==> src/dcache_settings.svh <==
`ifndef DCACHE_SETTINGS_SVH
`define DCACHE_SETTINGS_SVH

// number of ways, each way is 4 KiB
`define DC_WAYS 2

// sets per way
`define DC_SETS 256

// 32-bit words per 16-byte line
`define DC_LINE_WORDS 4

// store buffer entries, power of two
`define DC_SB_DEPTH 4

`endif

==> src/dcache_pkg.sv <==
`include "dcache_settings.svh"

package dcache_pkg;

    localparam int unsigned DC_INDEX_W = $clog2(`DC_SETS);
    localparam int unsigned DC_WORD_W = $clog2(`DC_LINE_WORDS);
    localparam int unsigned DC_TAG_W = 32 - DC_INDEX_W - DC_WORD_W - 2;

    typedef logic [DC_TAG_W-1:0] dcache_tag_t;

    // field view of a physical address
    typedef struct packed {
        dcache_tag_t           tag;
        logic [DC_INDEX_W-1:0] index;
        logic [DC_WORD_W-1:0]  word;
        logic [1:0]            offset;
    } dcache_addr_fields_t;

    // raw word for store buffer matching, fields for array indexing
    typedef union packed {
        logic [31:0]         raw;
        dcache_addr_fields_t f;
    } dcache_addr_u;

    typedef struct packed {
        dcache_addr_u         addr;
        logic [31:0]          wdata;
        logic [3:0]           strb;
        logic [`DC_WAYS-1:0]  way_hit;
    } sb_entry_t;

    typedef enum logic [1:0] {
        MEM_BYTE = 2'd0,
        MEM_HALF = 2'd1,
        MEM_WORD = 2'd2
    } mem_size_e;

endpackage

==> src/dcache_if.sv <==
`timescale 1ns/10ps
`include "dcache_settings.svh"

// M1 store into the store buffer
interface sb_push_if import dcache_pkg::*; ();

    logic      push_valid;
    logic      push_ready;
    sb_entry_t push_entry;

    modport ctrl (
        output push_valid,
        output push_entry,
        input  push_ready
    );

    modport sb (
        input  push_valid,
        input  push_entry,
        output push_ready
    );

endinterface


==> src/dcache_sb.sv <==
`timescale 1ns/10ps
`include "dcache_settings.svh"

module dcache_sb import dcache_pkg::*; (
    input  logic         clk,
    input  logic         rst_n_i,
    input  logic         flush_i,
    sb_push_if.sb        push,
    input  logic         pop_i,
    input  dcache_addr_u lookup_addr_i,
    output sb_entry_t    head_o,
    output logic         empty_o,
    output logic [31:0]  fwd_data_o,
    output logic [3:0]   fwd_mask_o
);

    localparam int unsigned PTR_W = $clog2(`DC_SB_DEPTH);
    localparam int unsigned CNT_W = PTR_W + 1;

    sb_entry_t           mem [`DC_SB_DEPTH];
    logic [PTR_W-1:0]    head_ptr;
    logic [PTR_W-1:0]    tail_ptr;
    logic [CNT_W-1:0]    count;
    logic                push_fire;
    logic                pop_fire;
    logic [PTR_W-1:0]    scan_idx;

    assign push.push_ready = (count != CNT_W'(`DC_SB_DEPTH));
    assign push_fire = push.push_valid && push.push_ready;
    assign pop_fire  = pop_i && (count != '0);
    assign empty_o   = (count == '0);
    assign head_o    = mem[head_ptr];

    always_ff @(posedge clk) begin
        if (!rst_n_i) begin
            head_ptr <= '0;
            tail_ptr <= '0;
            count    <= '0;
        end else if (flush_i) begin
            // uncommitted stores are dropped
            head_ptr <= '0;
            tail_ptr <= '0;
            count    <= '0;
        end else begin
            if (push_fire) begin
                tail_ptr <= tail_ptr + 1'b1;
            end
            if (pop_fire) begin
                head_ptr <= head_ptr + 1'b1;
            end
            count <= count + CNT_W'(push_fire) - CNT_W'(pop_fire);
        end
    end

    always_ff @(posedge clk) begin
        if (push_fire) begin
            mem[tail_ptr] <= push.push_entry;
        end
    end

    // scan oldest to youngest so the youngest store wins per lane
    always_comb begin
        fwd_data_o = '0;
        fwd_mask_o = '0;
        scan_idx   = head_ptr;
        for (int i = 0; i < `DC_SB_DEPTH; i++) begin
            scan_idx = head_ptr + PTR_W'(i);
            if (CNT_W'(i) < count
                && mem[scan_idx].addr.raw[31:2] == lookup_addr_i.raw[31:2]) begin
                for (int b = 0; b < 4; b++) begin
                    if (mem[scan_idx].strb[b]) begin
                        fwd_data_o[8*b +: 8] = mem[scan_idx].wdata[8*b +: 8];
                        fwd_mask_o[b]        = 1'b1;
                    end
                end
            end
        end
    end

endmodule

==> src/flat_wrapper.sv <==
// flat-port wrapper written by rule: the top's interface ports become plain ports
module dcache_sb_flat import dcache_pkg::*;
  (clk, rst_n_i, flush_i, pop_i, lookup_addr_i, head_o, empty_o, fwd_data_o, fwd_mask_o, push_push_valid, push_push_entry, push_push_ready);
  sb_push_if push_i ();
  input  logic clk;
  input  logic rst_n_i;
  input  logic flush_i;
  input  logic pop_i;
  input  dcache_addr_u lookup_addr_i;
  output sb_entry_t head_o;
  output logic empty_o;
  output logic [31:0] fwd_data_o;
  output logic [3:0] fwd_mask_o;
  input wire logic [$bits(push_i.push_valid)-1:0] push_push_valid;
  input wire logic [$bits(push_i.push_entry)-1:0] push_push_entry;
  output wire logic [$bits(push_i.push_ready)-1:0] push_push_ready;
  assign push_i.push_valid = push_push_valid;
  assign push_i.push_entry = push_push_entry;
  assign push_push_ready = push_i.push_ready;
  dcache_sb u_core (.clk(clk), .rst_n_i(rst_n_i), .flush_i(flush_i), .push(push_i), .pop_i(pop_i), .lookup_addr_i(lookup_addr_i), .head_o(head_o), .empty_o(empty_o), .fwd_data_o(fwd_data_o), .fwd_mask_o(fwd_mask_o));
endmodule
==> config.mk <==
export PLATFORM = sky130hd
export DESIGN_NAME = dcache_sb_flat
export DESIGN_NICKNAME = d
export VERILOG_FILES = /design/src/dcache_pkg.sv /design/src/dcache_if.sv /design/src/dcache_sb.sv /design/src/flat_wrapper.sv
export VERILOG_INCLUDE_DIRS = /design/src
export SDC_FILE = /design/constraint.sdc
export NUM_CORES = 1
export LEC_CHECK = 0
export BUFFER_PORTS_ARGS = -buffer_cell sky130_fd_sc_hd__buf_4
export CELL_PAD_IN_SITES_DETAIL_PLACEMENT = 0
export CELL_PAD_IN_SITES_GLOBAL_PLACEMENT = 1
export CORE_MARGIN = 8
export CORE_UTILIZATION = 25
export CTS_CLUSTER_DIAMETER = 50
export DETAILED_ROUTE_END_ITERATION = 10
export PLACE_DENSITY = 0.58
export SLEW_MARGIN = 20
export SYNTH_ARGS = -nofsm -noshare
export SYNTH_HDL_FRONTEND = slang
export SYNTH_SLANG_ARGS = --single-unit
==> constraint.sdc <==
create_clock -name clk -period 3.8 [get_ports clk]
set_input_delay 0.19 -clock clk [delete_from_list [all_inputs] [get_ports clk]]
set_output_delay 0.19 -clock clk [all_outputs]
set_load 0.02 [all_outputs]
==> key figures <==
Status
  • Status: finished with violations
  • Failing checks: setup timing

Clock tree
  • H-tree depth: 2
  • Clk sinks: 289
  • CTS tree: built
  • Clk buf depth: 3
  • CTS Root Cell: clkbuf_16
  • Clock transition at path regs: 50 ps
  • Cts bufs inserted: 46
  • Clock latency on the worst-skew pair: 610 ps

Placed design
  • Pre-CTS WS: -347 ps
  • Final HPWL DP: 53100 um
  • Dpl cell area: 0.0236 mm2
  • I/O Buffers: 212
  • GPL Wtd Cong: 0.917
  • Placed Cells incl. Taps: 2939

Global routing
  • Grt ovf: 0
  • Initial antenna violation count: 5
  • First-pass GRT wire length: 110000 um
  • Pin count of the biggest net entering global routing: 84
  • Vias in the first global route: 16700
  • GRT Total Usage: 16.6%

Setup path
  • CP Launch Type: flip-flop
  • Worst setup path end: fwd_data_o[8]
  • R2r worst-path depth: 9
  • Crit path from: u_core.head_ptr[1]
  • Reg2reg end: u_core.count[2]
  • CP required: 3610 ps
  • Crit path capture type: output port
  • CP arrival: 4240 ps
  • R2R Path Start: u_core.count[1]
  • WS Path Type: reg2out
  • Critical path fanouts, max: 11
  • R2R setup slack: 1590 ps

Routing
  • Vias: 16300
  • Antenna Nets Post-Route: 0
  • Drt drc: 0
  • DR pass1 iterations: 5
  • Vias per cell: 5.22
  • 1st-iter DRT viols: 1253
  • Final WL: 76000 um
  • DR WL/cell: 24.4 um

STA
  • Tmin final: 4430 ps
  • Count of final setup violators: 36
  • Slew @ Worst Pin: 905 ps
  • RSZ-0062 raised after global routing: yes
  • Final period util: 117%
  • Fmax: 226 MHz
  • Worst Skew: 31.7 ps
  • Final Hold Vio Count: 0
  • Final TNS setup: -16790 ps
  • Max-slew headroom: 39.7%
  • Slew Viols, Final: 0
  • Fin worst setup slack: -628 ps

Yosys
  • Ys flop type: edfxtp_1
  • Synth top cells by count: 280 x edfxtp_1, 200 x mux2i_1, 90 x clkbuf_1
  • Post-Syn Instances: 1645
  • Yosys cell types: 76
  • Yosys top cell by area: edfxtp_1
  • Count leader, synth: edfxtp_1
  • Register area share after synthesis: 43.6%
  • Top post-synthesis cells by area: edfxtp_1 43%, mux4_2 10%, mux2i_1 10%, xnor2_1 3.8%, nand4_1 2.1%
  • Ys Warns: 0
  • Post-Syn Nets: 1761
  • Netlist Area Pre-Place: 0.0197 mm2
  • Number of flops mapped to enable cells by yosys: 280
  • Post-synthesis register bit count: 289
  • Syn avg cell area: 12.0 um2
  • Ys async rst share: 0%
  • Area share of the largest cell type after synthesis: 42.7%

Floorplanning
  • Core ar.: 0.0785 mm2
  • # rows: 103
  • Full die area: 0.0879 mm2
  • Die Wd: 297 um
  • IO Pins: 215
  • DIE HEIGHT: 297 um
  • Initial Utilization: 25.1%

Finish
  • Post-route cell area: 0.0269 mm2
  • Layout cell share with drive strength beyond 1: 34.8%
  • Non-filler cells, final: 3122
  • Layout Nets: 2149
  • Area Overhead vs Synth: 36.8%
  • # fillers: 7692

Hold path
  • Hold Crit Depth: 3
  • Worst hold path class: in2reg

Run
  • # Max-Cap Violations: 0

Power
  • Leakage: 0.00901 uW
  • Pwr Density: 369 mW/mm2
  • VDD IR max: 0.318 mV
[through the flow]
stage / utilization [%] / power (uW) / hold WS [ps]
floorplan: - / 4650 / 289
global placement: 30.1 / 5370 / 390
detailed placement: 30.1 / 5380 / 394
CTS: 33.8 / 10000 / 38.6
global route: 34.3 / 10300 / 113
finish: 34.3 / 9930 / 56.5
[state kept, by name, indices dropped and copies added, names as in the netlist, named ones only]
| register | flops |
|---|---|
| u_core.head_ptr | 2 |
| u_core.tail_ptr | 2 |
| u_core.mem | 280 |
| u_core.count | 3 |
[placed cells by master, fill, tap and decap left out, types with 12 or more instances in the layout]
master / count
a32oi_2: 17
nand2b_1: 26
a31oi_1: 35
xor2_1: 38
nand3_1: 38
o21ai_0: 45
buf_6: 31
nor2b_1: 67
mux4_2: 89
nor3_1: 14
a211o_1: 27
buf_12: 28
xnor2_1: 83
nor2_1: 38
nand2_1: 46
a2111oi_0: 23
nand4_1: 67
o31a_1: 20
buf_4: 368
dlygate4sd3_1: 70
clkbuf_16: 48
and3_1: 24
inv_1: 12
a21oi_1: 31
a211oi_1: 36
o21ai_2: 13
mux2_2: 16
edfxtp_1: 280
mux2i_1: 193
[power breakdown]
| part | switching [uW] | total (uW) | leakage (uW) | internal [uW] |
|---|---|---|---|---|
| Combinational | 942 | 1680 | 0.00558 | 742 |
| Clock | 1660 | 4520 | 0.000785 | 2850 |
| Sequential | 92.3 | 3730 | 0.00265 | 3640 |
[critical path, cell delays in order (launching register included)]
cell     delay, ps
dfxtp_4        430
buf_12         160
mux4_2         540
xnor2_2        180
or4_1          520
or4b_4         540
buf_12         190
nor3_4         250
buf_6          180
o21ai_0        100
a32oi_1        330
buf_4          220
[metal layers]
layer | vias to the layer above | wire length [um] | global-route usage, %
li1 | 7394 | - | -
met1 | 8157 | 31800 | 20.9
met2 | 589 | 37100 | 28.4
met3 | 136 | 4610 | 3.32
met4 | 6 | 2470 | 5.64
met5 | - | 39 | 0
[timing repair]
item | CTS | global route
gates cloned | 3 | 1
hold buffers | 70 | 0
gates resized for setup | 73 | 96
pin swaps | 18 | 32
endpoints found under the hold margin | 280 | 0
setup buffers | 13 | 13
setup endpoints to repair | 36 | 36
[worst min-delay path by stage]
stage,from,endpoint,slack (ps)
after CTS,rst_n_i,u_core.count[1],40
after floorplan,push_push_entry[0],u_core.mem[0][0],290
after detailed placement,push_push_entry[10],u_core.mem[1][10],390
after global routing,rst_n_i,u_core.count[1],110
final,rst_n_i,u_core.count[1],60
after global placement,push_push_entry[50],u_core.mem[2][50],390
[cell type report]
| type | count | area [um2] | area share [%] |
|---|---|---|---|
| repair buffers | 505 | 4530 | 16.8 |
| diodes | 3 | 7.51 | 0.0279 |
| clock inverters | 31 | 454 | 1.69 |
| inverters | 14 | 52.6 | 0.195 |
| clock buffers | 53 | 1200 | 4.45 |
| well taps | 1050 | 1310 | 4.88 |
| multi-input cells | 1177 | 10800 | 40.0 |
| flip-flops and latches | 289 | 8600 | 32.0 |
[kinds of logic (layout without fill, tap and decap cells)]
| family | after synthesis | in the layout | synth area share, % |
|---|---|---|---|
| XOR/XNOR | 124 | 124 | 5.52 |
| multiplexers | 309 | 309 | 21.6 |
| flip-flops | 289 | 289 | 43.6 |
| buffers and inverters | 179 | 603 | 4.58 |
| AO/OA/AOI/OAI | 339 | 339 | 12.3 |
| adder cells (fa/ha/maj) | 9 | 9 | 0.610 |
| other | 0 | 3 | 0 |
| AND/OR/NAND/NOR | 396 | 396 | 11.7 |
Power figures use the tool's default switching activity.
