==> src/dcache_settings.svh <==
`ifndef DCACHE_SETTINGS_SVH
`define DCACHE_SETTINGS_SVH

// number of ways, each way is 4 KiB
`define DC_WAYS 2

// sets per way
`define DC_SETS 256

// 32-bit words per 16-byte line
`define DC_LINE_WORDS 4

// store buffer entries, power of two
`define DC_SB_DEPTH 4

`endif

==> src/dcache_pkg.sv <==
`include "dcache_settings.svh"

package dcache_pkg;

    localparam int unsigned DC_INDEX_W = $clog2(`DC_SETS);
    localparam int unsigned DC_WORD_W = $clog2(`DC_LINE_WORDS);
    localparam int unsigned DC_TAG_W = 32 - DC_INDEX_W - DC_WORD_W - 2;

    typedef logic [DC_TAG_W-1:0] dcache_tag_t;

    // field view of a physical address
    typedef struct packed {
        dcache_tag_t           tag;
        logic [DC_INDEX_W-1:0] index;
        logic [DC_WORD_W-1:0]  word;
        logic [1:0]            offset;
    } dcache_addr_fields_t;

    // raw word for store buffer matching, fields for array indexing
    typedef union packed {
        logic [31:0]         raw;
        dcache_addr_fields_t f;
    } dcache_addr_u;

    typedef struct packed {
        dcache_addr_u         addr;
        logic [31:0]          wdata;
        logic [3:0]           strb;
        logic [`DC_WAYS-1:0]  way_hit;
    } sb_entry_t;

    typedef enum logic [1:0] {
        MEM_BYTE = 2'd0,
        MEM_HALF = 2'd1,
        MEM_WORD = 2'd2
    } mem_size_e;

endpackage

==> src/dcache_load_align.sv <==
`timescale 1ns/10ps
`include "dcache_settings.svh"

module dcache_load_align import dcache_pkg::*; (
    input  logic [`DC_WAYS-1:0]       way_hit_i,
    input  logic [`DC_WAYS-1:0][31:0] way_rdata_i,
    input  logic [31:0]               fwd_data_i,
    input  logic [3:0]                fwd_mask_i,
    input  logic [3:0]                rmask_i,
    input  mem_size_e                 size_i,
    input  logic                      signed_i,
    output logic [31:0]               data_o
);

    logic [31:0] array_word;
    logic [31:0] merged;
    logic [7:0]  sel_byte;
    logic [15:0] sel_half;

    // zero when no way hits
    always_comb begin
        array_word = '0;
        for (int w = 0; w < `DC_WAYS; w++) begin
            if (way_hit_i[w]) begin
                array_word = array_word | way_rdata_i[w];
            end
        end
        for (int b = 0; b < 4; b++) begin
            merged[8*b +: 8] = fwd_mask_i[b] ? fwd_data_i[8*b +: 8] : array_word[8*b +: 8];
        end
    end

    always_comb begin
        sel_byte = '0;
        for (int b = 0; b < 4; b++) begin
            if (rmask_i[b]) begin
                sel_byte = merged[8*b +: 8];
            end
        end
        // upper half when lane 2 is requested
        sel_half = rmask_i[2] ? merged[31:16] : merged[15:0];
        case (size_i)
            MEM_BYTE: data_o = {{24{signed_i & sel_byte[7]}}, sel_byte};
            MEM_HALF: data_o = {{16{signed_i & sel_half[15]}}, sel_half};
            default:  data_o = merged;
        endcase
    end

endmodule

==> config.mk <==
export PLATFORM = sky130hd
export DESIGN_NAME = dcache_load_align
export DESIGN_NICKNAME = d
export VERILOG_FILES = /design/src/dcache_pkg.sv /design/src/dcache_load_align.sv
export VERILOG_INCLUDE_DIRS = /design/src
export SDC_FILE = /design/constraint.sdc
export NUM_CORES = 1
export LEC_CHECK = 0
export BUFFER_PORTS_ARGS = -buffer_cell sky130_fd_sc_hd__buf_2
export CAP_MARGIN = 0
export CORE_MARGIN = 4
export CORE_UTILIZATION = 32
export DETAILED_ROUTE_END_ITERATION = 7
export PLACE_DENSITY = 0.87
export RECOVER_POWER = 25
export SYNTH_ARGS = -nofsm -noshare
export SYNTH_HDL_FRONTEND = slang
export SYNTH_SLANG_ARGS = --single-unit
==> constraint.sdc <==
create_clock -name vclk -period 1.51
set_input_delay 0.2265 -clock vclk [all_inputs]
set_output_delay 0.2265 -clock vclk [all_outputs]
set_load 0.05 [all_outputs]
==> results.sh, run 1 <==
export IMPL_area_growth_pct=148.0
export IMPL_synth_most_common_cell="a22oi_1"
export IMPL_outcome="finished with violations"
export IMPL_vias=2530
export IMPL_finalHoldViolCount=0
export IMPL_placed_area_um2=2492
export IMPL_critical_path_cell_chain="buf_2, a221o_2, o21ai_2, a211oi_4, a21oi_4, buf_12, nor2_4, buf_8"
export IMPL_fp_dieH_um=70.00
export IMPL_drt_wl_total_um=8019
export IMPL_start_kind="input port"
export IMPL_hold_path_depth=4
export IMPL_grt_antenna_before_repair=0
export IMPL_overflow=0
export IMPL_synth_nets=332
export IMPL_cp_max_fo=8
export IMPL_crit_path_max_incr_delay_ns=0.40
export IMPL_die_area_um2=4899
export IMPL_grt_max_degree=22
export IMPL_grt_pass1_vias=2498
export IMPL_detail_route_vias_per_cell=5.911
export IMPL_violations="setup timing"
export IMPL_cp_startpoint="way_rdata_i[31]"
export IMPL_finalCriticalPeriod_ns=1.836
export IMPL_final_core_util_pct=82.70
export IMPL_drc_errors=0
export IMPL_setup_viol=32
export IMPL_peakVddDrop_mv=0.2809
export IMPL_multi_input_comb_area_um2=1638
export IMPL_drt_iter0_markers=172
export IMPL_initial_core_util_pct=33.34
export IMPL_worstPathRequired_ns=1.28
export IMPL_dp_worst_setup_slack_ns=-0.4412
export IMPL_cp_slowest_cell="a221o_2"
export IMPL_fmaxAchievable_mhz=544.8
export IMPL_port_buffers=141
export IMPL_path_class="input port to output port"
export IMPL_core_area_um2=3689
export IMPL_syn_area_per_cell_um2=5.515
export IMPL_regArea_um2=0
export IMPL_critPathCaptureType="output port"
export IMPL_holdCritPathClass="input port to output port"
export IMPL_ys_seq_area_share_pct=0
export IMPL_layout_drive_gt1_share_pct=69.47
export IMPL_p_leak_uw=0.001375
export IMPL_holdBufCountCts=0
export IMPL_fillers=227
export IMPL_dp_hpwl_um=5602
export IMPL_tightest_slew_ns=0.4443
export IMPL_grtUsageTotal_pct=28.34
export IMPL_maxSlewHeadroom_pct=70.07
export IMPL_insertedDiodeCount=0
export IMPL_cap_violations=0
export IMPL_grt_pass1_wl_um=11760
export IMPL_synth_warnings=0
export IMPL_rsz0062_at_grt="yes"
export IMPL_slew_violations=0
export IMPL_synthCells=223
export IMPL_clkbuf_count=0
export IMPL_syn_area_um2=1230
export IMPL_flops_and_latches=0
export IMPL_power_density_nw_per_um2=493.0
export IMPL_postLayoutCellArea_um2=3050
export IMPL_wl_per_cell_um=18.74
export IMPL_drt_pass1_iter_count=4
export IMPL_pin_count=141
export IMPL_final_antenna_net_count=0
export IMPL_yosysTopAreaCell="a22oi_1"
export IMPL_synth_top_area_share_pct=21.36
export IMPL_cp_data_arrival_time_ns=1.61
export IMPL_final_nets=491
export IMPL_crit_path_end="data_o[18]"
export IMPL_synthTopCellsByCount="a22oi_1 (35), nand2_1 (31), nor2_1 (28), o21ai_0 (28), a21oi_1 (24)"
export IMPL_fin_crit_sh_pct=121.6
export IMPL_chipWidth_um=70.00
export IMPL_worst_slack_ns=-0.3257
export IMPL_yosysUniqueCellTypes=29
export IMPL_ys_top_cells_by_area="a22oi_1 (21%), o21ai_0 (11%), a21oi_1 (9.8%)"
export IMPL_gp_congestion=0.9677
export IMPL_rows=22
-- final cells by class --
class | instances | area share, %
multi-input cells | 198 | 53.69
repair buffers | 181 | 44.22
inverters | 1 | 0.1231
well taps | 48 | 1.969
-- where the power goes --
| part | internal (uW) | switching [uW] |
|---|---|---|
| logic | 635 | 869 |
| clock network | 0 | 0 |
| registers | 0 | 0 |
-- logic make-up (layout without fill, tap and decap cells) --
group                  Yosys count  after routing  share of synthesized area [%]
multiplexers                     1              1                         0.9155
AO/OA/AOI/OAI                  107            107                          57.58
buffers and inverters           25            182                          8.748
AND/OR/NAND/NOR                 90             90                          32.76
-- per-stage QoR --
step / TNS, ns / hold slack [ns] / cells / power, uW
after floorplan: -3.669 / 0.7974 / 223 / 797.1
after global placement: -10.20 / 1.004 / 425 / 1175
after detailed placement: -12.55 / 1.000 / 425 / 1198
after CTS: -9.775 / 0.9224 / 429 / 1402
after global routing: -10.72 / 0.9484 / 428 / 1585
final: -8.900 / 0.9218 / 428 / 1504
-- worst max-delay path: cells and delay by family --
| kind | cells | cell delay (ns) |
|---|---|---|
| buffers and inverters | 3 | 0.44 |
| AO/OA/AOI/OAI | 4 | 0.87 |
| AND/OR/NAND/NOR | 1 | 0.05 |
-- repair_timing --
action,in CTS,in global routing
setup endpoints to repair,32,32
gates resized for setup,90,62
setup buffers,3,3
cloned,1,0
pin swaps,10,19
-- how the worst min path moves through the flow --
stage	startpoint	end	slack, ns
floorplan	fwd_data_i[8]	data_o[0]	0.80
global placement	fwd_data_i[2]	data_o[2]	1.00
detailed placement	fwd_data_i[2]	data_o[2]	1.00
CTS	fwd_data_i[2]	data_o[2]	0.92
global route	fwd_data_i[2]	data_o[2]	0.95
finish	fwd_data_i[3]	data_o[3]	0.92
-- per-layer routing --
layer	share of wire [%]	up-vias	track usage, %
met5	0	-	0
met4	2.8	0	5.532
met3	7.5	24	3.453
met2	55	149	55.61
met1	34	1196	32.23
li1	-	1161	-
-- placed cells by master (no fill, tap or decap) --
cell type and n:
buf_2 105, buf_4 33, nand2_1 30, buf_6 28
a21oi_1 21, a22oi_2 20, a22oi_1 15, o21ai_2 14
nor2_4 13, nand3_1 11, nor2_1 9, o21ai_0 9
buf_8 8, o21ai_1 7, buf_12 7, nand3_4 6
nor2_2 6, nor2b_1 5, o221ai_4 5, nand3_2 4
a21oi_2 3, a221o_1 2, nand2b_1 2, o211ai_1 2
o221ai_2 2, o211ai_4 1, inv_1 1, a221o_2 1
a22o_4 1, nor4b_4 1, nand4bb_1 1, nand2_2 1
a211oi_4 1, o21a_1 1, mux2_2 1, and3_4 1
a31oi_2 1, a21oi_4 1
(Power assumes the default switching activity.)
==> run 2: changes to the inputs <==
Settings changed: BUFFER_PORTS_ARGS -buffer_cell sky130_fd_sc_hd__buf_2 to default, CORE_UTILIZATION 32 to 37, DONT_BUFFER_PORTS from default to 1, PLACE_DENSITY 0.87 to 0.6.
==> results.sh, run 2 (synthesis results as in run 1) <==
export IMPL_drc_errors=0
export IMPL_slew_violations=0
export IMPL_tns_ns=-4.337
export IMPL_final_nets=351
export IMPL_violations="setup timing"
export IMPL_worst_slack_ns=-0.2172
export IMPL_clockPowerShare_pct=0
export IMPL_finalCriticalPeriod_ns=1.727
export IMPL_overflow=0
export IMPL_tightest_slew_ns=0.3930
export IMPL_drt_pass1_iter_count=4
export IMPL_peakVddDrop_mv=0.2872
export IMPL_drt_iter0_markers=67
export IMPL_initial_core_util_pct=39.32
export IMPL_flops_and_latches=0
export IMPL_grt_max_degree=38
export IMPL_switching_power_uw=664.8
export IMPL_drt_wl_total_um=5935
export IMPL_pin_count=141
export IMPL_critical_path_cell_chain="a221o_2, o21ai_2, a211oi_4, buf_6, nand3_4, buf_12, nand3_4"
export IMPL_maxSlewHeadroom_pct=73.52
export IMPL_critPathCaptureType="output port"
export IMPL_path_class="input port to output port"
export IMPL_cp_data_arrival_time_ns=1.50
export IMPL_cp_max_fo=32
export IMPL_chipWidth_um=65.66
export IMPL_intPower_uw=463.2
export IMPL_seqPwrFrac_pct=0
export IMPL_postLayoutCellArea_um2=2115
export IMPL_core_area_um2=3128
export IMPL_rsz0062_at_grt="yes"
export IMPL_insertedDiodeCount=0
export IMPL_dp_worst_setup_slack_ns=-0.2242
export IMPL_placed_area_um2=1939
export IMPL_crit_path_max_incr_delay_ns=0.31
export IMPL_area_growth_pct=71.92
export IMPL_gp_congestion=0.8334
export IMPL_fmaxAchievable_mhz=579.0
export IMPL_multi_input_comb_area_um2=1519
export IMPL_port_buffers=0
export IMPL_fillers=262
export IMPL_rows=20
export IMPL_grt_antenna_before_repair=0
export IMPL_p_comb_share_pct=100.0
export IMPL_layout_commonest_cell="a22oi_1"
export IMPL_vias=1848
export IMPL_final_antenna_net_count=0
export IMPL_dp_hpwl_um=4697
export IMPL_power_density_nw_per_um2=533.5
export IMPL_cp_slowest_cell="a211oi_4"
export IMPL_grt_pass1_vias=1802
export IMPL_regArea_um2=0
export IMPL_clkbuf_count=0
export IMPL_setup_viol=24
export IMPL_grt_pass1_wl_um=8852
export IMPL_worstPathRequired_ns=1.28
export IMPL_outcome="finished with violations"
export IMPL_detail_route_vias_per_cell=6.507
export IMPL_wl_per_cell_um=20.90
export IMPL_grtUsageTotal_pct=25.56
export IMPL_holdCritPathClass="input port to output port"
export IMPL_final_cell_mix="a22oi_1 (32), nand2_1 (30), a21oi_1 (24)"
export IMPL_p_leak_uw=0.0007720
export IMPL_switching_share_pct=58.94
export IMPL_final_core_util_pct=67.60
export IMPL_start_kind="input port"
export IMPL_die_area_um2=4311
export IMPL_fin_crit_sh_pct=114.4
export IMPL_fp_dieH_um=65.66
export IMPL_cp_common_cell="nand3_4"
export IMPL_cap_violations=0
export IMPL_layout_drive_gt1_share_pct=37.08
export IMPL_hold_ws_ns=0.7184
export IMPL_finalHoldViolCount=0
run 2: cell count changes in the layout (fill, tap and decap cells not counted), moves of 3 or more:
cell | before | now
nand3_4 | 6 | 10
o21ai_0 | 9 | 22
buf_6 | 28 | 1
a22oi_1 | 15 | 32
a21oi_1 | 21 | 24
a22oi_2 | 20 | 3
nand3_2 | 4 | 1
a21oi_2 | 3 | 0
buf_2 | 105 | 0
buf_4 | 33 | 22
o21ai_2 | 14 | 1
buf_8 | 8 | 0
buf_12 | 7 | 18
run 2: stage by stage:
step | power (uW) | cells
final | 1128 | 284
after global routing | 1183 | 284
after CTS | 1120 | 283
after detailed placement | 1063 | 278
after global placement | 1052 | 278
after floorplan | 797.1 | 223
run 2: worst paths after layout:
kind	start	end	cells after the start
max	way_hit_i[0]	data_o[10]	7
min	size_i[1]	data_o[4]	2
run 2: area by class of cell:
| class | instances | share of cell area [%] |
|---|---|---|
| timing repair buffer | 41 | 25.38 |
| tap | 44 | 2.604 |
| inverter | 1 | 0.1775 |
| multi-input combinational | 198 | 71.83 |
run 2: repair_timing:
| item | 4_1_cts | 5_1_grt |
|---|---|---|
| gates resized for setup | 12 | 5 |
| hold buffers | 0 | 0 |
| setup buffers | 5 | 1 |
| setup endpoints to repair | 31 | 27 |
| pin swaps | 0 | 1 |
run 2: routing by layer:
metal | wire length (um) | global-route usage, % | vias up
met2 | 3190 | 49.19 | 104
met5 | 0 | 0 | -
li1 | - | - | 878
met3 | 475 | 2.906 | 4
met4 | 40 | 2.850 | 0
met1 | 2229 | 30.62 | 862
run 2: critical path: cells and delay by family:
kind | cells | cell delay, ns
AO/OA/AOI/OAI | 3 | 0.55
buffers and inverters | 2 | 0.38
AND/OR/NAND/NOR | 2 | 0.33
run 2: power groups by stage:
stage                     clock network, uW  registers (uW)  logic [uW]
after detailed placement                  0               0        1060
after floorplan                           0               0         797
after global placement                    0               0        1050
after global routing                      0               0        1180
final                                     0               0        1130
after CTS                                 0               0        1120
