--- config.mk ---
export PLATFORM = sky130hd
export DESIGN_NAME = dcache_ctrl_flat
export DESIGN_NICKNAME = d
export VERILOG_FILES = /design/src/dcache_pkg.sv /design/src/dcache_if.sv /design/src/dcache_ctrl.sv /design/src/flat_wrapper.sv
export VERILOG_INCLUDE_DIRS = /design/src
export SDC_FILE = /design/constraint.sdc
export NUM_CORES = 1
export LEC_CHECK = 0
export BUFFER_PORTS_ARGS = -buffer_cell sky130_fd_sc_hd__buf_2
export CORE_AREA = 2 2 202 204
export DETAILED_ROUTE_END_ITERATION = 10
export DIE_AREA = 0 0 204 206
export SYNTH_ARGS = -nofsm -noshare
export SYNTH_HDL_FRONTEND = slang
export SYNTH_SLANG_ARGS = --single-unit
export TNS_END_PERCENT = 1
--- constraint.sdc ---
create_clock -name clk -period 4.25 [get_ports clk]
set_clock_uncertainty 0.05 [all_clocks]
set_input_delay 0.425 -clock clk [delete_from_list [all_inputs] [get_ports clk]]
set_output_delay 0.425 -clock clk [all_outputs]
set_load 0.02 [all_outputs]
--- src/dcache_settings.svh ---
`ifndef DCACHE_SETTINGS_SVH
`define DCACHE_SETTINGS_SVH

// number of ways, each way is 4 KiB
`define DC_WAYS 2

// sets per way
`define DC_SETS 256

// 32-bit words per 16-byte line
`define DC_LINE_WORDS 4

// store buffer entries, power of two
`define DC_SB_DEPTH 4

`endif

--- src/dcache_pkg.sv ---
`include "dcache_settings.svh"

package dcache_pkg;

    localparam int unsigned DC_INDEX_W = $clog2(`DC_SETS);
    localparam int unsigned DC_WORD_W = $clog2(`DC_LINE_WORDS);
    localparam int unsigned DC_TAG_W = 32 - DC_INDEX_W - DC_WORD_W - 2;

    typedef logic [DC_TAG_W-1:0] dcache_tag_t;

    // field view of a physical address
    typedef struct packed {
        dcache_tag_t           tag;
        logic [DC_INDEX_W-1:0] index;
        logic [DC_WORD_W-1:0]  word;
        logic [1:0]            offset;
    } dcache_addr_fields_t;

    // raw word for store buffer matching, fields for array indexing
    typedef union packed {
        logic [31:0]         raw;
        dcache_addr_fields_t f;
    } dcache_addr_u;

    typedef struct packed {
        dcache_addr_u         addr;
        logic [31:0]          wdata;
        logic [3:0]           strb;
        logic [`DC_WAYS-1:0]  way_hit;
    } sb_entry_t;

    typedef enum logic [1:0] {
        MEM_BYTE = 2'd0,
        MEM_HALF = 2'd1,
        MEM_WORD = 2'd2
    } mem_size_e;

endpackage

--- src/dcache_if.sv ---
`timescale 1ns/10ps
`include "dcache_settings.svh"

// M1 store into the store buffer
interface sb_push_if import dcache_pkg::*; ();

    logic      push_valid;
    logic      push_ready;
    sb_entry_t push_entry;

    modport ctrl (
        output push_valid,
        output push_entry,
        input  push_ready
    );

    modport sb (
        input  push_valid,
        input  push_entry,
        output push_ready
    );

endinterface

// single write port shared by all ways
interface array_wr_if import dcache_pkg::*; ();

    logic                         wr_en;
    logic                         tag_we;
    logic [$clog2(`DC_WAYS)-1:0]  way_sel;
    logic [DC_INDEX_W-1:0]        index;
    logic [DC_WORD_W-1:0]         word;
    dcache_tag_t                  tag;
    logic [31:0]                  wdata;
    logic [3:0]                   strb;

    modport ctrl (
        output wr_en, tag_we, way_sel, index, word, tag, wdata, strb
    );

    modport array (
        input  wr_en, tag_we, way_sel, index, word, tag, wdata, strb
    );

endinterface

--- src/dcache_ctrl.sv ---
`timescale 1ns/10ps
`include "dcache_settings.svh"

module dcache_ctrl import dcache_pkg::*; (
    input  logic                clk,
    input  logic                rst_n_i,
    input  logic                flush_i,
    input  logic                req_valid_i,
    output logic                req_ready_o,
    input  logic [31:0]         req_addr_i,
    input  logic [31:0]         req_wdata_i,
    input  logic [3:0]          req_strb_i,
    input  logic [3:0]          req_rmask_i,
    input  logic [1:0]          req_size_i,
    input  logic                req_signed_i,
    input  logic [3:0]          req_id_i,
    output logic                resp_valid_o,
    input  logic                resp_ready_i,
    output logic [3:0]          resp_id_o,
    output logic                resp_hit_o,
    output logic [31:0]         resp_rdata_o,
    input  logic                fill_valid_i,
    input  logic                fill_way_i,
    input  logic [31:0]         fill_addr_i,
    input  logic [31:0]         fill_data_i,
    input  logic                fill_tag_we_i,
    input  logic                commit_i,
    sb_push_if.ctrl             push,
    array_wr_if.ctrl            wr,
    input  sb_entry_t           sb_head_i,
    input  logic                sb_empty_i,
    output logic                pop_o,
    input  logic [`DC_WAYS-1:0] way_hit_i,
    input  logic [3:0]          fwd_mask_i,
    input  logic [31:0]         load_data_i,
    output dcache_addr_u        rd_addr_o,
    output dcache_addr_u        m1_addr_o,
    output logic [3:0]          m1_rmask_o,
    output mem_size_e           m1_size_o,
    output logic                m1_signed_o
);

    logic         m1_valid;
    logic [31:0]  m1_wdata;
    logic [3:0]   m1_strb;
    logic [3:0]   m1_id;
    logic         m1_is_store;
    logic         m1_leave;
    logic         fwd_cover;
    dcache_addr_u fill_addr;

    assign m1_is_store = |m1_strb;

    // a store also needs room in the store buffer
    assign m1_leave = resp_ready_i && (!m1_is_store || push.push_ready);
    assign req_ready_o = !flush_i && !(m1_valid && !m1_leave);

    // keep re-reading the M1 address while it stalls
    assign rd_addr_o = req_ready_o ? dcache_addr_u'(req_addr_i) : m1_addr_o;

    always_ff @(posedge clk) begin
        if (!rst_n_i) begin
            m1_valid <= 1'b0;
        end else if (flush_i) begin
            m1_valid <= 1'b0;
        end else if (req_ready_o) begin
            m1_valid <= req_valid_i;
        end
    end

    always_ff @(posedge clk) begin
        if (req_valid_i && req_ready_o) begin
            m1_addr_o   <= req_addr_i;
            m1_wdata    <= req_wdata_i;
            m1_strb     <= req_strb_i;
            m1_rmask_o  <= req_rmask_i;
            m1_size_o   <= mem_size_e'(req_size_i);
            m1_signed_o <= req_signed_i;
            m1_id       <= req_id_i;
        end
    end

    // store entry carries the way that hit in M1
    assign push.push_valid = m1_valid && m1_is_store && resp_ready_i && !flush_i;
    assign push.push_entry = '{addr: m1_addr_o, wdata: m1_wdata, strb: m1_strb,
                               way_hit: way_hit_i};

    assign fwd_cover = (|m1_rmask_o) && ((fwd_mask_i & m1_rmask_o) == m1_rmask_o);

    assign resp_valid_o = m1_valid && !flush_i && (!m1_is_store || push.push_ready);
    assign resp_id_o    = m1_id;
    assign resp_hit_o   = (|way_hit_i) || (!m1_is_store && fwd_cover);
    assign resp_rdata_o = m1_is_store ? 32'd0 : load_data_i;

    // fill has priority, a commit in the same cycle is lost
    assign pop_o = commit_i && !fill_valid_i && !sb_empty_i;
    assign fill_addr = fill_addr_i;

    always_comb begin
        wr.wr_en   = 1'b0;
        wr.tag_we  = 1'b0;
        wr.way_sel = '0;
        wr.index   = '0;
        wr.word    = '0;
        wr.tag     = '0;
        wr.wdata   = '0;
        wr.strb    = '0;
        if (fill_valid_i) begin
            wr.wr_en   = 1'b1;
            wr.tag_we  = fill_tag_we_i;
            wr.way_sel = fill_way_i;
            wr.index   = fill_addr.f.index;
            wr.word    = fill_addr.f.word;
            wr.tag     = fill_addr.f.tag;
            wr.wdata   = fill_data_i;
            wr.strb    = 4'hf;
        end else if (pop_o) begin
            // missed stores drain without a write
            wr.wr_en   = |sb_head_i.way_hit;
            wr.way_sel = sb_head_i.way_hit[1];
            wr.index   = sb_head_i.addr.f.index;
            wr.word    = sb_head_i.addr.f.word;
            wr.tag     = sb_head_i.addr.f.tag;
            wr.wdata   = sb_head_i.wdata;
            wr.strb    = sb_head_i.strb;
        end
    end

endmodule

--- src/flat_wrapper.sv ---
// flat-port wrapper written by rule: the top's interface ports become plain ports
module dcache_ctrl_flat import dcache_pkg::*;
  (clk, rst_n_i, flush_i, req_valid_i, req_ready_o, req_addr_i, req_wdata_i, req_strb_i, req_rmask_i, req_size_i, req_signed_i, req_id_i, resp_valid_o, resp_ready_i, resp_id_o, resp_hit_o, resp_rdata_o, fill_valid_i, fill_way_i, fill_addr_i, fill_data_i, fill_tag_we_i, commit_i, sb_head_i, sb_empty_i, pop_o, way_hit_i, fwd_mask_i, load_data_i, rd_addr_o, m1_addr_o, m1_rmask_o, m1_size_o, m1_signed_o, push_push_valid, push_push_entry, push_push_ready, wr_wr_en, wr_tag_we, wr_way_sel, wr_index, wr_word, wr_tag, wr_wdata, wr_strb);
  sb_push_if push_i ();
  array_wr_if wr_i ();
  input  logic clk;
  input  logic rst_n_i;
  input  logic flush_i;
  input  logic req_valid_i;
  output logic req_ready_o;
  input  logic [31:0] req_addr_i;
  input  logic [31:0] req_wdata_i;
  input  logic [3:0] req_strb_i;
  input  logic [3:0] req_rmask_i;
  input  logic [1:0] req_size_i;
  input  logic req_signed_i;
  input  logic [3:0] req_id_i;
  output logic resp_valid_o;
  input  logic resp_ready_i;
  output logic [3:0] resp_id_o;
  output logic resp_hit_o;
  output logic [31:0] resp_rdata_o;
  input  logic fill_valid_i;
  input  logic fill_way_i;
  input  logic [31:0] fill_addr_i;
  input  logic [31:0] fill_data_i;
  input  logic fill_tag_we_i;
  input  logic commit_i;
  input  sb_entry_t sb_head_i;
  input  logic sb_empty_i;
  output logic pop_o;
  input  logic [`DC_WAYS-1:0] way_hit_i;
  input  logic [3:0] fwd_mask_i;
  input  logic [31:0] load_data_i;
  output dcache_addr_u rd_addr_o;
  output dcache_addr_u m1_addr_o;
  output logic [3:0] m1_rmask_o;
  output mem_size_e m1_size_o;
  output logic m1_signed_o;
  output wire logic [$bits(push_i.push_valid)-1:0] push_push_valid;
  output wire logic [$bits(push_i.push_entry)-1:0] push_push_entry;
  input wire logic [$bits(push_i.push_ready)-1:0] push_push_ready;
  output wire logic [$bits(wr_i.wr_en)-1:0] wr_wr_en;
  output wire logic [$bits(wr_i.tag_we)-1:0] wr_tag_we;
  output wire logic [$bits(wr_i.way_sel)-1:0] wr_way_sel;
  output wire logic [$bits(wr_i.index)-1:0] wr_index;
  output wire logic [$bits(wr_i.word)-1:0] wr_word;
  output wire logic [$bits(wr_i.tag)-1:0] wr_tag;
  output wire logic [$bits(wr_i.wdata)-1:0] wr_wdata;
  output wire logic [$bits(wr_i.strb)-1:0] wr_strb;
  assign push_push_valid = push_i.push_valid;
  assign push_push_entry = push_i.push_entry;
  assign push_i.push_ready = push_push_ready;
  assign wr_wr_en = wr_i.wr_en;
  assign wr_tag_we = wr_i.tag_we;
  assign wr_way_sel = wr_i.way_sel;
  assign wr_index = wr_i.index;
  assign wr_word = wr_i.word;
  assign wr_tag = wr_i.tag;
  assign wr_wdata = wr_i.wdata;
  assign wr_strb = wr_i.strb;
  dcache_ctrl u_core (.clk(clk), .rst_n_i(rst_n_i), .flush_i(flush_i), .req_valid_i(req_valid_i), .req_ready_o(req_ready_o), .req_addr_i(req_addr_i), .req_wdata_i(req_wdata_i), .req_strb_i(req_strb_i), .req_rmask_i(req_rmask_i), .req_size_i(req_size_i), .req_signed_i(req_signed_i), .req_id_i(req_id_i), .resp_valid_o(resp_valid_o), .resp_ready_i(resp_ready_i), .resp_id_o(resp_id_o), .resp_hit_o(resp_hit_o), .resp_rdata_o(resp_rdata_o), .fill_valid_i(fill_valid_i), .fill_way_i(fill_way_i), .fill_addr_i(fill_addr_i), .fill_data_i(fill_data_i), .fill_tag_we_i(fill_tag_we_i), .commit_i(commit_i), .push(push_i), .wr(wr_i), .sb_head_i(sb_head_i), .sb_empty_i(sb_empty_i), .pop_o(pop_o), .way_hit_i(way_hit_i), .fwd_mask_i(fwd_mask_i), .load_data_i(load_data_i), .rd_addr_o(rd_addr_o), .m1_addr_o(m1_addr_o), .m1_rmask_o(m1_rmask_o), .m1_size_o(m1_size_o), .m1_signed_o(m1_signed_o));
endmodule
==> results_dict.tcl <==
set metrics [dict create \
    overflow 0 \
    die_y_um 206 \
    fin_crit_ps 3230 \
    seq_power_share_pct 39.0 \
    clock-sinks 80 \
    ctsHtreeMaxLevel 3 \
    cp-start-kind "register" \
    hp-class "in -> reg" \
    ant_nets 0 \
    setup_violations 0 \
    fp.dieW_um 204 \
    timing.rr.start "u_core.m1_strb[3]" \
    synth_warnings 0 \
    cts_root_buf "clkbuf_16" \
    slew_headroom_pct 55.7 \
    slew_violations 0 \
    setup.worst_path.end_class "output pin" \
    multi_input_area_sq_um 1320 \
    fin_crit_sh_pct 75.9 \
    ir_drop_mv 0.343 \
    ys.flop_type "edfxtp_1" \
    grtUsageTotal_pct 11.1 \
    hold_viol 0 \
    cpLargestDelayFamily "buffers and inverters" \
    critical_path.cell_chain "or4_4, a221oi_4, buf_4, mux2_2, buf_2" \
    grt_pass1_vias 4344 \
    synth_fp_nets 554 \
    pwr-share-clk_pct 37.1 \
    synth-seq-cells 80 \
    status "finished clean" \
    die-area_sq_um 42000 \
    place.gp.congestion 0.805 \
    yosysSeqAreaShare_pct 58.8 \
    register_area_sq_um 2390 \
    intPower_uw 1670 \
    io_buffers 508 \
    crit_arrival_ps 2750 \
    cts_buffers 9 \
    swShare_pct 30.1 \
    route.detailed.drc 0 \
    slowest_delay_ps 600 \
    setup_tns_ps 0 \
    cts_hold_buf 0 \
    start_util_pct 10.1 \
    area_growth_pct 80.4 \
    async_reset_ff_share_pct 0 \
    final_nets 1023 \
    p_per_area_nw_per_um2 325 \
    layout.cells.non_filler 1306 \
    core_sq_um 40200 \
    wire_per_inst_um 19.2 \
    layout_commonest_cell "buf_2" \
    crit_buf_inv 2 \
    cellLeakagePower_uw 0.00357 \
    wl_mm 25.1 \
    synthCells 292 \
    fmax_mhz 310 \
    cts_tree "done" \
    yosysUniqueCellTypes 24 \
    hold_path_end "u_core.m1_wdata[5]" \
    synth_area_sq_um 4070 \
    grt_max_degree 70 \
    drt_iter0_markers 211 \
    avgSynthCellArea_sq_um 13.9 \
    worstHoldStart "req_wdata_i[5]" \
    pre_cts_slack_ps 1220 \
    detail_route.vias_per_cell 3.44 \
    clk_pin_slew_ps 70 \
    num_rows 74 \
    holdPathStages 1 \
    p_sw_uw 717 \
    dr.pass1.iters 4 \
    critical_path_peak_fanout 33 \
    critPathKind "reg -> out" \
    place_hpwl_mm 22.2 \
    cts_resized 0 \
    pwr-share-comb_pct 23.9 \
    r2r_end "u_core.m1_addr_o[16]" \
    r2r_slack_ps 1730 \
    clk_path_buf_depth 2 \
    total_power_uw 2390 \
    worst_slack_ps 1020 \
    rsz0062_at_grt "no" \
    post-cts-setup-buffers 0 \
    cpMaxStageDelayCell "or4_4" \
    antenna_found_initial 10 \
    num_vias 4496 \
    fillers 4497 \
    tightest_slew_ps 663 \
    synth-edff-count 79 \
    drive_gt1_share_pct 73.9 \
    rr_worst_depth 4 \
    dp.cells 1282 \
    max_cap_violations 0 \
    mostFrequentLayoutCells "buf_2 (508), edfxtp_1 (79), a22o_1 (63)" \
    grt_first_pass_wirelength_mm 31.8 \
    clk_latency_ps 350 \
    critPathRequiredTime_ps 3770 \
    io_pins 513 \
]
cell type report:
type | instances | area share, %
multi-input cells | 152 | 17.9
well taps | 532 | 9.07
clock buffers | 9 | 3.07
repair buffers | 513 | 35.3
diodes | 8 | 0.273
inverters | 5 | 0.256
flip-flops and latches | 80 | 32.6
clock inverters | 7 | 1.48
power by group through the flow:
stage | clock, uW | combinational, uW | sequential (uW)
floorplan | 0 | 261 | 987
global placement | 0 | 576 | 948
detailed placement | 0 | 578 | 949
CTS | 916 | 581 | 932
global route | 930 | 606 | 936
finish | 884 | 570 | 931
cells by family (layout without fill, tap and decap cells):
logic type / after synthesis / count (layout) / share of synthesized area (%)
multiplexers: 32 / 32 / 8.86
flip-flops: 80 / 80 / 58.8
other: 0 / 8 / 0
AND/OR/NAND/NOR: 47 / 47 / 7.32
AO/OA/AOI/OAI: 73 / 73 / 15.8
buffers and inverters: 60 / 534 / 9.23
sequential cells by signal, summed over array words and instances, names as in the netlist:
name and count:
u_core.m1_size_o 2, u_core.m1_strb 4, u_core.m1_wdata 32, u_core.m1_signed_o 1, u_core.resp_id_o 4, u_core.m1_rmask_o 4, u_core.m1_valid 1, u_core.m1_addr_o 32
synthesized netlist by cell type, types with 3 or more instances:
cell      instances  area share [%]
a22o_1           63              14
buf_1             7            0.65
nor2_1            3            0.28
clkbuf_1         11             1.0
edfxtp_1         79              58
and2_1           34             5.2
buf_4            34             6.3
inv_1             5            0.46
mux2_2           32             8.9
a21o_1            4            0.74
buf_6             3            0.83
per-stage QoR:
step	instance area (sq um)	util, %	hold WS (ps)
after global routing	7340	18.3	165
after detailed placement	6990	17.4	553
final	7340	18.3	188
after global placement	6990	17.4	551
after CTS	7320	18.2	155
after floorplan	4070	-	474
routing by layer:
| metal | GRT usage [%] | vias to the layer above | part of all wire, % |
|---|---|---|---|
| met5 | 0 | - | 0 |
| met4 | 4.94 | 0 | 3.4 |
| met3 | 3.39 | 34 | 8.4 |
| met2 | 22.7 | 331 | 56 |
| met1 | 9.80 | 2090 | 32 |
| li1 | - | 2041 | - |
how the worst max path moves through the flow:
stage	slack [ps]	start	depth (start not counted)	to
finish	1020	u_core.m1_strb[3]	5	rd_addr_o[21]
global route	950	u_core.m1_strb[3]	5	rd_addr_o[21]
CTS	1000	u_core.m1_strb[3]	5	rd_addr_o[21]
detailed placement	1220	commit_i	6	wr_tag[12]
global placement	1300	sb_empty_i	6	wr_wdata[11]
floorplan	180	u_core.m1_strb[3]	4	u_core.m1_addr_o[0]
worst register-to-register path: stages (launching register included):
cell      delay, ps
edfxtp_1        440
or4_4           600
a221oi_4        250
and2_4          520
buf_12          320
(Power assumes the default switching activity.)
